`config.mk`:
```
export PLATFORM = sky130hd
export DESIGN_NAME = raster_cmd_front
export DESIGN_NICKNAME = d
export VERILOG_FILES = /design/src/raster_cmd_pkg.sv /design/src/cmd_dispatch.sv /design/src/fb_apply_ctrl.sv /design/src/raster_cmd_front.sv /design/src/stream_router.sv
export VERILOG_INCLUDE_DIRS = /design/src
export SDC_FILE = /design/constraint.sdc
export NUM_CORES = 1
export LEC_CHECK = 0
export BUFFER_PORTS_ARGS = -buffer_cell sky130_fd_sc_hd__buf_2
export CORE_MARGIN = 2
export CORE_UTILIZATION = 50
export CTS_CLUSTER_SIZE = 20
export DETAILED_ROUTE_END_ITERATION = 16
export PLACE_DENSITY = 0.77
export SLEW_MARGIN = 20
export SYNTH_ARGS = -nofsm -noshare
export SYNTH_HDL_FRONTEND = slang
export SYNTH_HIERARCHICAL = 1
export SYNTH_SLANG_ARGS = --single-unit
```
`constraint.sdc`:
```
create_clock -name aclk -period 4.2 [get_ports aclk]
set_input_delay 0.42 -clock aclk [delete_from_list [all_inputs] [get_ports aclk]]
set_output_delay 0.42 -clock aclk [all_outputs]
set_load 0.01 [all_outputs]
```
`src/raster_cmd_cfg.svh`:
```
// ##############################
// Command front end build constants
// Only a 32-bit command stream is supported
// Opcode must sit in the top OP_W bits
// ##############################
`ifndef RASTER_CMD_CFG_SVH
`define RASTER_CMD_CFG_SVH

// Stream width and opcode field
`define CMD_W 32
`define OP_POS 28
`define OP_W 4

// Payload beat counter, wide enough for any byte size field
`define BEAT_CNT_W 19

// Fixed length of a fog table upload
`define FOG_LUT_BEATS 66

// Render config register index, also carried as beat user
`define CFG_IDX_W 5

// Number of payload targets
`define TGT_N 5

`endif

```
`src/raster_cmd_pkg.sv`:
```
// ##############################
// Types shared by RTL and testbench
// Every header view keeps the opcode in bits 31..28
// Target one-hot bit n belongs to target value n+1
// ##############################
`include "raster_cmd_cfg.svh"

package raster_cmd_pkg;

    typedef enum logic [`OP_W-1:0] {
        op_nop             = 4'd0,
        op_triangle_stream = 4'd1,
        op_texture_stream  = 4'd2,
        op_fog_lut_stream  = 4'd3,
        op_render_config   = 4'd4,
        op_framebuffer     = 4'd5
    } cmd_op_e;

    typedef enum logic [2:0] {
        tgt_none       = 3'd0,
        tgt_rasterizer = 3'd1,
        tgt_tmu0       = 3'd2,
        tgt_tmu1       = 3'd3,
        tgt_fog        = 3'd4,
        tgt_config     = 3'd5
    } cmd_target_e;

    // Header views, sizes are in bytes
    typedef struct packed {
        cmd_op_e                          op;
        logic [`OP_POS-`BEAT_CNT_W-1:0]   rsvd;
        logic [`BEAT_CNT_W-1:0]           size;
    } hdr_triangle_t;

    typedef struct packed {
        cmd_op_e                          op;
        logic [`OP_POS-`BEAT_CNT_W-2:0]   rsvd;
        logic                             tmu;
        logic [`BEAT_CNT_W-1:0]           size;
    } hdr_texture_t;

    typedef struct packed {
        cmd_op_e                          op;
        logic [`OP_POS-`CFG_IDX_W-1:0]    rsvd;
        logic [`CFG_IDX_W-1:0]            idx;
    } hdr_config_t;

    typedef struct packed {
        cmd_op_e                          op;
        logic [`OP_POS-7:0]               rsvd;
        logic                             commit;
        logic                             memset;
        logic                             swap;
        logic                             color_sel;
        logic                             depth_sel;
        logic                             stencil_sel;
    } hdr_fb_t;

    typedef union packed {
        hdr_triangle_t triangle;
        hdr_texture_t  texture;
        hdr_config_t   cfg;
        hdr_fb_t       fb;
    } cmd_header_u;

    // Apply flags already have the swap rule folded in
    typedef struct packed {
        logic commit;
        logic memset;
        logic swap;
        logic apply_color;
        logic apply_depth;
        logic apply_stencil;
    } fb_op_t;

    typedef struct packed {
        logic [`CMD_W-1:0]     data;
        logic [`CFG_IDX_W-1:0] user;
        logic                  last;
    } stream_beat_t;

    typedef struct packed {
        cmd_target_e            target;
        logic [`BEAT_CNT_W-1:0] beats;
        logic [`CFG_IDX_W-1:0]  user;
    } stream_job_t;

    function automatic logic [`TGT_N-1:0] tgt_onehot(cmd_target_e t);
        logic [`TGT_N-1:0] oh;
        oh = '0;
        if (t != tgt_none)
            oh[t - 3'd1] = 1'b1;
        return oh;
    endfunction

endpackage

```
`src/cmd_dispatch.sv`:
```
// ##############################
// Header decode and idle gate
// Unknown opcodes are consumed like a nop
// Stream headers of fewer than 4 bytes are dropped
// ##############################
`timescale 1ns/100ps
`include "raster_cmd_cfg.svh"

module cmd_dispatch
    import raster_cmd_pkg::*;
(
    input  logic         aclk,
    input  logic         resetn,
    input  logic         s_valid,
    input  cmd_header_u  s_data,
    input  logic         payload_ready,
    input  logic         job_done,
    input  logic         fb_busy,
    input  logic         rasterizer_running,
    input  logic         pixel_in_pipeline,
    output logic         s_ready,
    output logic         job_start,
    output stream_job_t  job,
    output logic         fb_start,
    output fb_op_t       fb_op,
    output logic         start_rendering
);
    // Byte size to beat count
    localparam int byte_shift = $clog2(`CMD_W / 8);

    typedef enum logic [1:0] {st_wait_idle, st_hdr_in, st_busy} state_e;

    state_e       state;
    logic         wait_fb;
    logic         hdr_ready;
    logic         hdr_take;
    logic         idle;
    stream_job_t  dec_job;
    fb_op_t       dec_fb;

    assign hdr_ready = (state == st_hdr_in);
    assign hdr_take  = s_valid && hdr_ready;
    assign s_ready   = hdr_ready || payload_ready;
    assign idle = !fb_busy && !pixel_in_pipeline && !rasterizer_running && !start_rendering;

    always_comb
    begin
        dec_job = '0;
        case (s_data.triangle.op)
            op_triangle_stream:
            begin
                dec_job.target = tgt_rasterizer;
                dec_job.beats  = s_data.triangle.size >> byte_shift;
            end
            op_texture_stream:
            begin
                dec_job.target = s_data.texture.tmu ? tgt_tmu1 : tgt_tmu0;
                dec_job.beats  = s_data.texture.size >> byte_shift;
            end
            op_fog_lut_stream:
            begin
                dec_job.target = tgt_fog;
                dec_job.beats  = `BEAT_CNT_W'(`FOG_LUT_BEATS);
            end
            op_render_config:
            begin
                dec_job.target = tgt_config;
                dec_job.beats  = `BEAT_CNT_W'(1);
                dec_job.user   = s_data.cfg.idx;
            end
            default:
                dec_job.target = tgt_none;
        endcase

        // Swap only concerns the color buffer
        dec_fb.commit        = s_data.fb.commit;
        dec_fb.memset        = s_data.fb.memset;
        dec_fb.swap          = s_data.fb.swap;
        dec_fb.apply_color   = s_data.fb.color_sel;
        dec_fb.apply_depth   = s_data.fb.depth_sel && !s_data.fb.swap;
        dec_fb.apply_stencil = s_data.fb.stencil_sel && !s_data.fb.swap;
    end

    always_ff @(posedge aclk)
    begin
        if (!resetn)
        begin
            state           <= st_wait_idle;
            wait_fb         <= 1'b0;
            job_start       <= 1'b0;
            fb_start        <= 1'b0;
            start_rendering <= 1'b0;
        end
        else
        begin
            job_start <= 1'b0;
            fb_start  <= 1'b0;
            if (rasterizer_running)
                start_rendering <= 1'b0;
            case (state)
                st_wait_idle:
                begin
                    if (idle)
                        state <= st_hdr_in;
                end
                st_hdr_in:
                begin
                    if (s_valid)
                    begin
                        if (s_data.fb.op == op_framebuffer)
                        begin
                            fb_start <= 1'b1;
                            wait_fb  <= 1'b1;
                            state    <= st_busy;
                        end
                        else if (dec_job.target != tgt_none && dec_job.beats != '0)
                        begin
                            job_start <= 1'b1;
                            wait_fb   <= 1'b0;
                            state     <= st_busy;
                        end
                        else
                        begin
                            // Nop or empty stream
                            state <= st_wait_idle;
                        end
                    end
                end
                st_busy:
                begin
                    if (wait_fb ? !fb_busy : job_done)
                    begin
                        if (!wait_fb && job.target == tgt_rasterizer)
                            start_rendering <= 1'b1;
                        state <= st_wait_idle;
                    end
                end
                default:
                    state <= st_wait_idle;
            endcase
        end
    end

    always_ff @(posedge aclk)
    begin
        if (hdr_take)
        begin
            job   <= dec_job;
            fb_op <= dec_fb;
        end
    end

    // Router completion only arrives for an outstanding stream job
    a_done_expected: assert property (@(posedge aclk) disable iff (!resetn)
        job_done |-> (state == st_busy) && !wait_fb);

    // Header and payload phases never overlap on the shared ready
    a_ready_exclusive: assert property (@(posedge aclk) disable iff (!resetn)
        hdr_ready |-> !payload_ready);

endmodule

```
`src/fb_apply_ctrl.sv`:
```
// ##############################
// Framebuffer apply handshake
// Buffers drop applied when they take a command
// and raise it again once done
// ##############################
`timescale 1ns/100ps

module fb_apply_ctrl
    import raster_cmd_pkg::*;
(
    input  logic    aclk,
    input  logic    resetn,
    input  logic    fb_start,
    input  fb_op_t  fb_op,
    input  logic    color_applied,
    input  logic    depth_applied,
    input  logic    stencil_applied,
    output logic    color_apply,
    output logic    depth_apply,
    output logic    stencil_apply,
    output fb_op_t  buf_cmd,
    output logic    fb_busy
);
    typedef enum logic {fb_wait_drop, fb_wait_rise} fb_state_e;

    fb_state_e state;
    logic      any_apply;
    logic      all_applied;
    logic      busy_q;

    assign any_apply   = color_apply || depth_apply || stencil_apply;
    assign all_applied = color_applied && depth_applied && stencil_applied;
    assign busy_q      = any_apply || (state == fb_wait_rise);

    // Start counts as busy so the dispatcher never sees a gap
    assign fb_busy = fb_start || busy_q;

    always_ff @(posedge aclk)
    begin
        if (!resetn)
        begin
            state         <= fb_wait_drop;
            color_apply   <= 1'b0;
            depth_apply   <= 1'b0;
            stencil_apply <= 1'b0;
        end
        else
        begin
            case (state)
                fb_wait_drop:
                begin
                    if (fb_start)
                    begin
                        color_apply   <= fb_op.apply_color;
                        depth_apply   <= fb_op.apply_depth;
                        stencil_apply <= fb_op.apply_stencil;
                    end
                    else if (any_apply && !all_applied)
                    begin
                        // Buffers have taken the command
                        color_apply   <= 1'b0;
                        depth_apply   <= 1'b0;
                        stencil_apply <= 1'b0;
                        state         <= fb_wait_rise;
                    end
                end
                fb_wait_rise:
                begin
                    if (all_applied)
                        state <= fb_wait_drop;
                end
                default:
                    state <= fb_wait_drop;
            endcase
        end
    end

    // Command flags stay steady until the next operation
    always_ff @(posedge aclk)
    begin
        if (fb_start)
            buf_cmd <= fb_op;
    end

    a_no_start_busy: assert property (@(posedge aclk) disable iff (!resetn)
        fb_start |-> !busy_q);

endmodule

```
`src/raster_cmd_front.sv`:
```
// ##############################
// Rasterizer command front end
// 32-bit stream, one command at a time
// s_cmd_ready returning marks command end
// ##############################
`timescale 1ns/100ps
`include "raster_cmd_cfg.svh"

module raster_cmd_front
    import raster_cmd_pkg::*;
(
    input  logic               aclk,
    input  logic               resetn,

    // Command stream
    input  logic               s_cmd_valid,
    output logic               s_cmd_ready,
    input  logic [`CMD_W-1:0]  s_cmd_data,

    // Payload targets share one beat
    output stream_beat_t       m_cmd_beat,
    output logic               rasterizer_valid,
    input  logic               rasterizer_ready,
    output logic               tmu0_valid,
    input  logic               tmu0_ready,
    output logic               tmu1_valid,
    input  logic               tmu1_ready,
    output logic               fog_valid,
    input  logic               fog_ready,
    output logic               config_valid,
    input  logic               config_ready,

    // Buffer control
    output logic               color_apply,
    input  logic               color_applied,
    output logic               depth_apply,
    input  logic               depth_applied,
    output logic               stencil_apply,
    input  logic               stencil_applied,
    output fb_op_t             buf_cmd,

    // Rasterizer status
    input  logic               rasterizer_running,
    input  logic               pixel_in_pipeline,
    output logic               start_rendering
);
    logic               payload_ready;
    logic               job_start;
    stream_job_t        job;
    logic               job_done;
    logic               fb_start;
    fb_op_t             fb_op;
    logic               fb_busy;
    logic [`TGT_N-1:0]  tgt_ready;
    logic [`TGT_N-1:0]  tgt_valid;

    // Bit order follows cmd_target_e
    assign tgt_ready = {config_ready, fog_ready, tmu1_ready, tmu0_ready, rasterizer_ready};
    assign {config_valid, fog_valid, tmu1_valid, tmu0_valid, rasterizer_valid} = tgt_valid;

    cmd_dispatch dispatch_i (
        .aclk               (aclk),
        .resetn             (resetn),
        .s_valid            (s_cmd_valid),
        .s_data             (s_cmd_data),
        .payload_ready      (payload_ready),
        .job_done           (job_done),
        .fb_busy            (fb_busy),
        .rasterizer_running (rasterizer_running),
        .pixel_in_pipeline  (pixel_in_pipeline),
        .s_ready            (s_cmd_ready),
        .job_start          (job_start),
        .job                (job),
        .fb_start           (fb_start),
        .fb_op              (fb_op),
        .start_rendering    (start_rendering)
    );

    stream_router router_i (
        .aclk          (aclk),
        .resetn        (resetn),
        .job_start     (job_start),
        .job           (job),
        .s_valid       (s_cmd_valid),
        .s_data        (s_cmd_data),
        .tgt_ready     (tgt_ready),
        .payload_ready (payload_ready),
        .tgt_valid     (tgt_valid),
        .m_beat        (m_cmd_beat),
        .job_done      (job_done)
    );

    fb_apply_ctrl fb_ctrl_i (
        .aclk            (aclk),
        .resetn          (resetn),
        .fb_start        (fb_start),
        .fb_op           (fb_op),
        .color_applied   (color_applied),
        .depth_applied   (depth_applied),
        .stencil_applied (stencil_applied),
        .color_apply     (color_apply),
        .depth_apply     (depth_apply),
        .stencil_apply   (stencil_apply),
        .buf_cmd         (buf_cmd),
        .fb_busy         (fb_busy)
    );

endmodule

```
`src/stream_router.sv`:
```
// ##############################
// Payload router, one-entry output register
// Jobs must carry a non-zero beat count
// tgt_ready/tgt_valid bit n is target n+1
// ##############################
`timescale 1ns/100ps
`include "raster_cmd_cfg.svh"

module stream_router
    import raster_cmd_pkg::*;
(
    input  logic               aclk,
    input  logic               resetn,
    input  logic               job_start,
    input  stream_job_t        job,
    input  logic               s_valid,
    input  logic [`CMD_W-1:0]  s_data,
    input  logic [`TGT_N-1:0]  tgt_ready,
    output logic               payload_ready,
    output logic [`TGT_N-1:0]  tgt_valid,
    output stream_beat_t       m_beat,
    output logic               job_done
);
    localparam logic [`BEAT_CNT_W-1:0] one_beat = 1;

    logic                   active;
    logic [`BEAT_CNT_W-1:0] remaining;
    cmd_target_e            target;
    logic [`CFG_IDX_W-1:0]  user;
    logic                   out_valid;
    logic [`TGT_N-1:0]      sel;
    logic                   out_take;
    logic                   in_take;

    assign sel = tgt_onehot(target);
    assign tgt_valid = out_valid ? sel : '0;
    assign out_take = out_valid && |(tgt_ready & sel);

    // Accept while beats remain and the register frees up this cycle
    assign payload_ready = active && (remaining != '0) && (!out_valid || out_take);
    assign in_take = s_valid && payload_ready;

    always_ff @(posedge aclk)
    begin
        if (!resetn)
        begin
            active    <= 1'b0;
            remaining <= '0;
            target    <= tgt_none;
            out_valid <= 1'b0;
            job_done  <= 1'b0;
        end
        else
        begin
            job_done <= 1'b0;
            if (job_start)
            begin
                active    <= 1'b1;
                remaining <= job.beats;
                target    <= job.target;
            end
            if (in_take)
            begin
                out_valid <= 1'b1;
                remaining <= remaining - one_beat;
            end
            else if (out_take)
            begin
                out_valid <= 1'b0;
            end
            // Job ends when the target takes the final beat
            if (out_take && m_beat.last)
            begin
                active   <= 1'b0;
                job_done <= 1'b1;
            end
        end
    end

    always_ff @(posedge aclk)
    begin
        if (job_start)
            user <= job.user;
        if (in_take)
        begin
            m_beat.data <= s_data;
            m_beat.user <= user;
            m_beat.last <= (remaining == one_beat);
        end
    end

    // Dispatcher waits for job_done and drops empty jobs
    a_job_start_idle: assert property (@(posedge aclk) disable iff (!resetn)
        job_start |-> !active && (job.beats != '0));

    // A held beat always names exactly one target
    a_one_valid: assert property (@(posedge aclk) disable iff (!resetn)
        out_valid |-> $onehot(tgt_valid));

endmodule

```
Yosys cells after proc, flatten, opt, wreduce, memory -nomap -nowiden
Index checks and enable logic that the tools add are counted.
{ "word_totals": {"ramBits": 0, "rom_bits": 0, "regBits": 117, "mem_count": 0, "inputBits": 45, "latchBits": 0} }
{ "op_classes": {"addsub": 2, "n_reduce_logical": 48, "eq_ne": 12, "bitwise": 5, "order_cmp": 2, "mux": 35, "mul": 0, "shifts": 0, "div_mod_pow": 0} }
{ "op_table": {"columns": ["op", "n"], "rows": [
  ["case mux 17 bit (3 select lines)", 1],
  ["two-way mux 19 bit", 2],
  ["nonzero test 19 bit", 2],
  ["two-way mux 1 bit", 21],
  ["== test 19 x 1 -> 1 bit, second input constant", 1],
  ["subtractor 19 x 1 -> 19 bit, second input constant", 1],
  ["logical AND 1 bit", 17],
  ["case mux 3 bit (4 select lines)", 1],
  ["two-way mux 2 bit", 5],
  ["two-way mux 5 bit", 2],
  ["AND reduction 3 bit", 3],
  ["== test 4 x 2 -> 1 bit, second input constant", 2],
  ["== test 4 x 3 -> 1 bit, second input constant", 2],
  ["zero test 1 bit", 8],
  ["nonzero test 2 bit", 4],
  ["logical OR 1 bit", 6],
  ["case mux 2 bit (3 select lines)", 1],
  ["nonzero test 3 bit", 2],
  ["bitwise AND 5 bit", 1],
  ["OR reduction 5 bit", 1],
  ["== test 4 x 1 -> 1 bit, second input constant", 1],
  ["less-than comparator 3 x 4 -> 1 bit, second input constant", 1],
  ["!= test 2 x 1 -> 1 bit, second input constant", 2],
  ["inverter 1 bit", 4],
  ["other kinds (12)", 13]
]} }

Logic depth before layout (Yosys ltp)
{ "logic_depth": {"ltp_word": 13, "mapped_depth": 12, "depth_no_buf": 9} }

Cells and area by module
The synthesis kept the hierarchy.
{ "modules_own_cells": {"columns": ["mod", "instances", "area_each_um2", "seq_area_each_um2", "cells_each"], "rows": [
  ["stream_router", 1, 2944.1, 1791.7, 234],
  ["cmd_dispatch", 1, 1605.3, 1051.0, 121],
  ["fb_apply_ctrl", 1, 346.6, 260.2, 21]
]} }

Worst setup path after synthesis
OpenSTA, ideal clock, no wires.
{ "synth_timing": {"path_kind": "register to register", "start": "register router_i.target[0]", "end": "register router_i.remaining[3]", "path_stages_with_launch": 12, "arrival_time_ns": 2.575, "path_slack_ns": 1.510, "cell_sequence": "dfxtp_1 clkbuf_1 inv_1 ha_1 mux4_2 inv_1 o221ai_2 nand2_4 inv_1 buf_2 nor2_1 o21a_1"} }
{ "synth_via": {"elab_chain_cells": 13} }
{ "synth_lines": {"columns": ["element", "line_no", "source"], "rows": [
  ["start, declared", "stream_router.sv:28", "cmd_target_e target;"],
  ["start signal, assigned", "stream_router.sv:49", "target <= tgt_none;"],
  ["start signal, assigned", "stream_router.sv:60", "target <= job.target;"],
  ["subtractor 3 x 1 -> 3 bit", "raster_cmd_pkg.sv:92", "oh[t - 3'd1] = 1'b1;"],
  ["less-than comparator 3 x 4 -> 1 bit (not written as such) or >= comparator 3 x 1 -> 1 bit (tied branches)", "raster_cmd_pkg.sv:92", null],
  ["logical AND 1 bit (not written as such)", "raster_cmd_pkg.sv:92", null],
  ["two-way mux 1 bit (not written as such)", "raster_cmd_pkg.sv:92", null],
  ["demux 1 bit (select 3 bit)", null, null],
  ["two-way mux 5 bit (*)", "raster_cmd_pkg.sv:91", "if (t != tgt_none)"],
  ["bitwise AND 5 bit (*)", "stream_router.sv:37", "assign out_take = out_valid && |(tgt_ready & sel);"],
  ["OR reduction 5 bit (*)", "stream_router.sv:37", null],
  ["logical AND 1 bit (*)", "stream_router.sv:37", null],
  ["logical OR 1 bit (*)", "stream_router.sv:40", "assign payload_ready = active && (remaining != '0) && (!out_valid || out_take);"],
  ["logical AND 1 bit (*)", "stream_router.sv:40", null],
  ["logical AND 1 bit (*)", "stream_router.sv:41", "assign in_take = s_valid && payload_ready;"],
  ["named net router_i.in_take", "stream_router.sv:33", "logic in_take;"],
  ["two-way mux 19 bit or nonzero test 2 bit (tied branches)", null, null],
  ["end signal, assigned", "stream_router.sv:59", "remaining <= job.beats;"],
  ["end signal, assigned", "stream_router.sv:65", "remaining <= remaining - one_beat;"],
  ["end, declared", "stream_router.sv:27", "logic [`BEAT_CNT_W-1:0] remaining;"]
]} }
The timed path passes the listed nets; every way through them passes the cells marked *.
A chain may end at the register's enable or synchronous reset.

Final worst setup path
{ "layout_timing": {"start": "register router_i.target[0]", "end": "register router_i/m_beat[36] (netlist name) (enable)"} }
{ "layout_via": {"elab_chain_cells": 12} }
{ "layout_lines": {"columns": ["element", "line_no", "source"], "rows": [
  ["subtractor 3 x 1 -> 3 bit", "raster_cmd_pkg.sv:92", null],
  ["less-than comparator 3 x 4 -> 1 bit (not written as such) or >= comparator 3 x 1 -> 1 bit (tied branches)", "raster_cmd_pkg.sv:92", null],
  ["logical AND 1 bit (not written as such)", "raster_cmd_pkg.sv:92", null],
  ["two-way mux 1 bit (not written as such)", "raster_cmd_pkg.sv:92", null],
  ["demux 1 bit (select 3 bit)", null, null],
  ["two-way mux 5 bit (*)", "raster_cmd_pkg.sv:91", null],
  ["bitwise AND 5 bit (*)", "stream_router.sv:37", null],
  ["OR reduction 5 bit (*)", "stream_router.sv:37", null],
  ["logical AND 1 bit (*)", "stream_router.sv:37", null],
  ["logical OR 1 bit (*)", "stream_router.sv:40", null],
  ["logical AND 1 bit (*)", "stream_router.sv:40", null],
  ["logical AND 1 bit (*)", "stream_router.sv:41", null],
  ["end, declared", "stream_router.sv:21", "output stream_beat_t m_beat,"]
]} }
Every way passes the cells marked *; elsewhere a longest branch is shown, timed or not.

==> flow_metrics.py <==
metrics = {
    "critical_path": {
        "cp-start-kind": "flop",
        "crit_fanout": 32,
        "cpMostUsedCell": "inv_1",
        "timing.critical_path.to_type": "flop",
        "path_cells": "inv_1 > ha_1 > mux4_2 > inv_1 > o221ai_2 > nand2_4 > inv_2 > buf_4",
        "critPathMaxStageDelay_ps": 580,
        "worstSetupPathType": "flop to flop",
        "required_ps": 4390,
        "cp_slowest_cell": "inv_2",
        "crit_arrival_ps": 3410,
    },
    "synth": {
        "post_synth.cell_area_avg_sq_um": 13.0,
        "synth_warnings": 6,
        "yosysTopAreaCell": "edfxtp_1",
        "synth_most_common_cell": "edfxtp_1",
        "synth_cell_types": 69,
        "synth-async-reset-ratio_pct": 0,
        "synth_flop_cell": "edfxtp_1",
        "synth.area.top_cells": "edfxtp_1, dfxtp_1, and2_1, mux2i_1, nor2_1",
        "synth_edf_count": 80,
        "seq_area_frac_synth_pct": 63.4,
        "synth-seq-cells": 115,
        "synth_top_area_share_pct": 49.1,
        "synth_area_sq_mm": 0.00490,
        "netlist_instances": 376,
        "synthTopCellsByCount": "edfxtp_1, dfxtp_1, nor2_1",
    },
    "clock_tree": {
        "cts_num_sinks": 115,
        "cts_tree": "done",
        "numCtsBuffers": 17,
        "root_buffer": "clkbuf_8",
        "cts_setup_buffers": 0,
        "cts_resized": 0,
        "htree_levels": 4,
        "clkTransAtPathRegs_ps": 60,
        "cts_buffer_depth": 2,
        "clock_latency_ps": 510,
        "postCtsHoldBufs": 0,
    },
    "floorplanning": {
        "io_pins": 99,
        "dieArea_sq_mm": 0.0106,
        "die_h_um": 103,
        "rows": 36,
        "start_util_pct": 50.8,
        "core-area_sq_mm": 0.00964,
        "chipWidth_um": 103,
    },
    "timing": {
        "finalCriticalPeriod_ps": 3220,
        "setup_violations": 0,
        "period_share_pct": 76.7,
        "fmax_mhz": 310,
        "finClkSkew_ps": 9.47,
        "rsz0062_at_grt": "no",
        "slew_violations": 0,
        "holdWs_ps": 83.7,
        "tns_ps": 0,
        "final_hold_viol_count": 0,
        "relSlewSlack_pct": 50.1,
        "worst_pin_slew_ps": 748,
    },
    "global_route": {
        "antenna_found_initial": 0,
        "overflow": 0,
        "grt_pass1_wl_um": 17000,
        "grt_use_total_pct": 21.1,
        "grt_max_degree": 33,
        "grt_pass1_vias": 3418,
    },
    "power_and_ir_drop": {
        "leakage_nw": 2.34,
        "p_total_mw": 2.73,
        "ir_worst_vdd_uv": 282,
        "cellPowerDensity_mw_per_mm2": 450,
    },
    "route": {
        "drc": 0,
        "drtIter0Drc": 202,
        "drtAntennaViolNets": 0,
        "wl_per_cell_um": 16.9,
        "drt_wl_total_um": 10600,
        "dr.pass1.iters": 5,
        "vias": 3411,
        "vias_per_cell": 5.47,
    },
    "finish": {
        "diodes": 0,
        "post-route-util_pct": 62.9,
        "syn2layout_area_growth_pct": 23.9,
        "final_area_sq_mm": 0.00607,
        "drive_gt1_share_pct": 33.4,
        "fin_nets": 528,
    },
    "placement": {
        "place_area_sq_mm": 0.00547,
        "gp_congestion": 0.814,
        "dp_hpwl_um": 7040,
        "io_buffers": 98,
    },
    "job": {
        "cap_violations": 0,
    },
    "min_path": {
        "hold_class": "input pin to flop",
    },
    "run_status": {
        "status": "complete, no violations",
    },
}
-- final cells by class --
type	instances	area [sq um]
fillers	731	3570
flip-flops and latches	115	3100
multi-input cells	230	1640
repair buffers	101	513
clock buffers	20	445
well taps	133	166
clock inverters	12	155
inverters	13	48.8
-- worst paths after layout --
kind                       startpoint                   end  slack (ps)  depth (start not counted)
hold / removal         s_cmd_data[24]   router_i/m_beat[30]          80                          1
setup reg to reg   router_i/target[0]   router_i/m_beat[36]         980                          8
setup / recovery   router_i/target[0]   router_i/m_beat[36]         980                          8
hold reg to reg   dispatch_i/fb_op[3]  fb_ctrl_i/buf_cmd[3]         420                          0
-- report_power, final --
part	leakage (nW)	internal [mW]	switching (mW)
clock	0.292	0.936	0.494
sequential	1.03	1.22	0.00334
combinational	1.01	0.0336	0.0501
total	2.34	2.18	0.548
-- cells in the final DEF, fill, tap and decap left out, types with 3 or more instances in the layout --
| master | synthesis | final |
|---|---|---|
| edfxtp_1 | 80 | 80 |
| buf_2 | 3 | 98 |
| nor3_1 | 14 | 14 |
| xor2_1 | 4 | 4 |
| ha_1 | 5 | 5 |
| clkbuf_8 | 0 | 3 |
| and2_1 | 19 | 19 |
| nand3b_1 | 4 | 4 |
| or3_1 | 4 | 4 |
| nand2b_1 | 9 | 9 |
| nand4_1 | 3 | 3 |
| a211oi_2 | 3 | 3 |
| inv_1 | 13 | 12 |
| o211ai_1 | 4 | 4 |
| nand2_1 | 9 | 9 |
| a31oi_1 | 7 | 7 |
| nand3_1 | 10 | 10 |
| nor3b_1 | 3 | 3 |
| a32o_2 | 3 | 3 |
| mux2i_1 | 11 | 11 |
| dfxtp_1 | 35 | 35 |
| clkinv_2 | 0 | 3 |
| xnor2_1 | 4 | 4 |
| bufinv_16 | 0 | 3 |
| nor2b_1 | 5 | 5 |
| o21ai_0 | 8 | 8 |
| a21oi_1 | 11 | 11 |
| or4_1 | 4 | 4 |
| a211oi_1 | 7 | 7 |
| clkbuf_16 | 0 | 16 |
| buf_4 | 4 | 3 |
| nor4_1 | 11 | 11 |
| nor2_1 | 22 | 22 |
-- kinds of logic after synthesis --
| family | Yosys count | synth area share, % |
|---|---|---|
| other cells | 1 | 0.0766 |
| flops | 115 | 63.4 |
| simple gates | 133 | 16.0 |
| xor+xnor | 8 | 1.43 |
| fa+ha+maj | 5 | 1.28 |
| buf+inv | 32 | 3.30 |
| mux | 14 | 3.17 |
| compound gates | 68 | 11.4 |
-- through the flow --
step,setup slack [ps],std cells
after floorplan,1510,377
after CTS,1000,624
after detailed placement,1010,592
final,977,624
after global placement,1150,592
after global routing,753,624
-- layer usage --
layer | routed length [um] | GRT usage [%]
met5 | 0 | 0
met4 | 187 | 9.72
met3 | 740 | 5.56
met2 | 4990 | 31.2
met1 | 4640 | 29.3
-- worst max-delay path, delay by kind of cell (launching register included) --
family	cells	cell delay (ps)
simple gates	1	280
flops	1	460
buf+inv	4	1170
fa+ha+maj	1	380
mux	1	260
compound gates	1	340
-- sequential cells by signal (all words and copies together), names as in the netlist --
signal                      flops
fb_ctrl_i/stencil_apply         1
router_i/m_beat                38
router_i/job_done               1
dispatch_i/wait_fb              1
router_i/user                   5
router_i/active                 1
router_i/remaining             19
fb_ctrl_i/state                 1
dispatch_i/fb_start             1
dispatch_i/start_rendering      1
dispatch_i/job_start            1
fb_ctrl_i/buf_cmd               6
dispatch_i/state                2
dispatch_i/job                 25
router_i/out_valid              1
fb_ctrl_i/color_apply           1
dispatch_i/fb_op                6
fb_ctrl_i/depth_apply           1
router_i/target                 3
(Power assumes the default switching activity.)
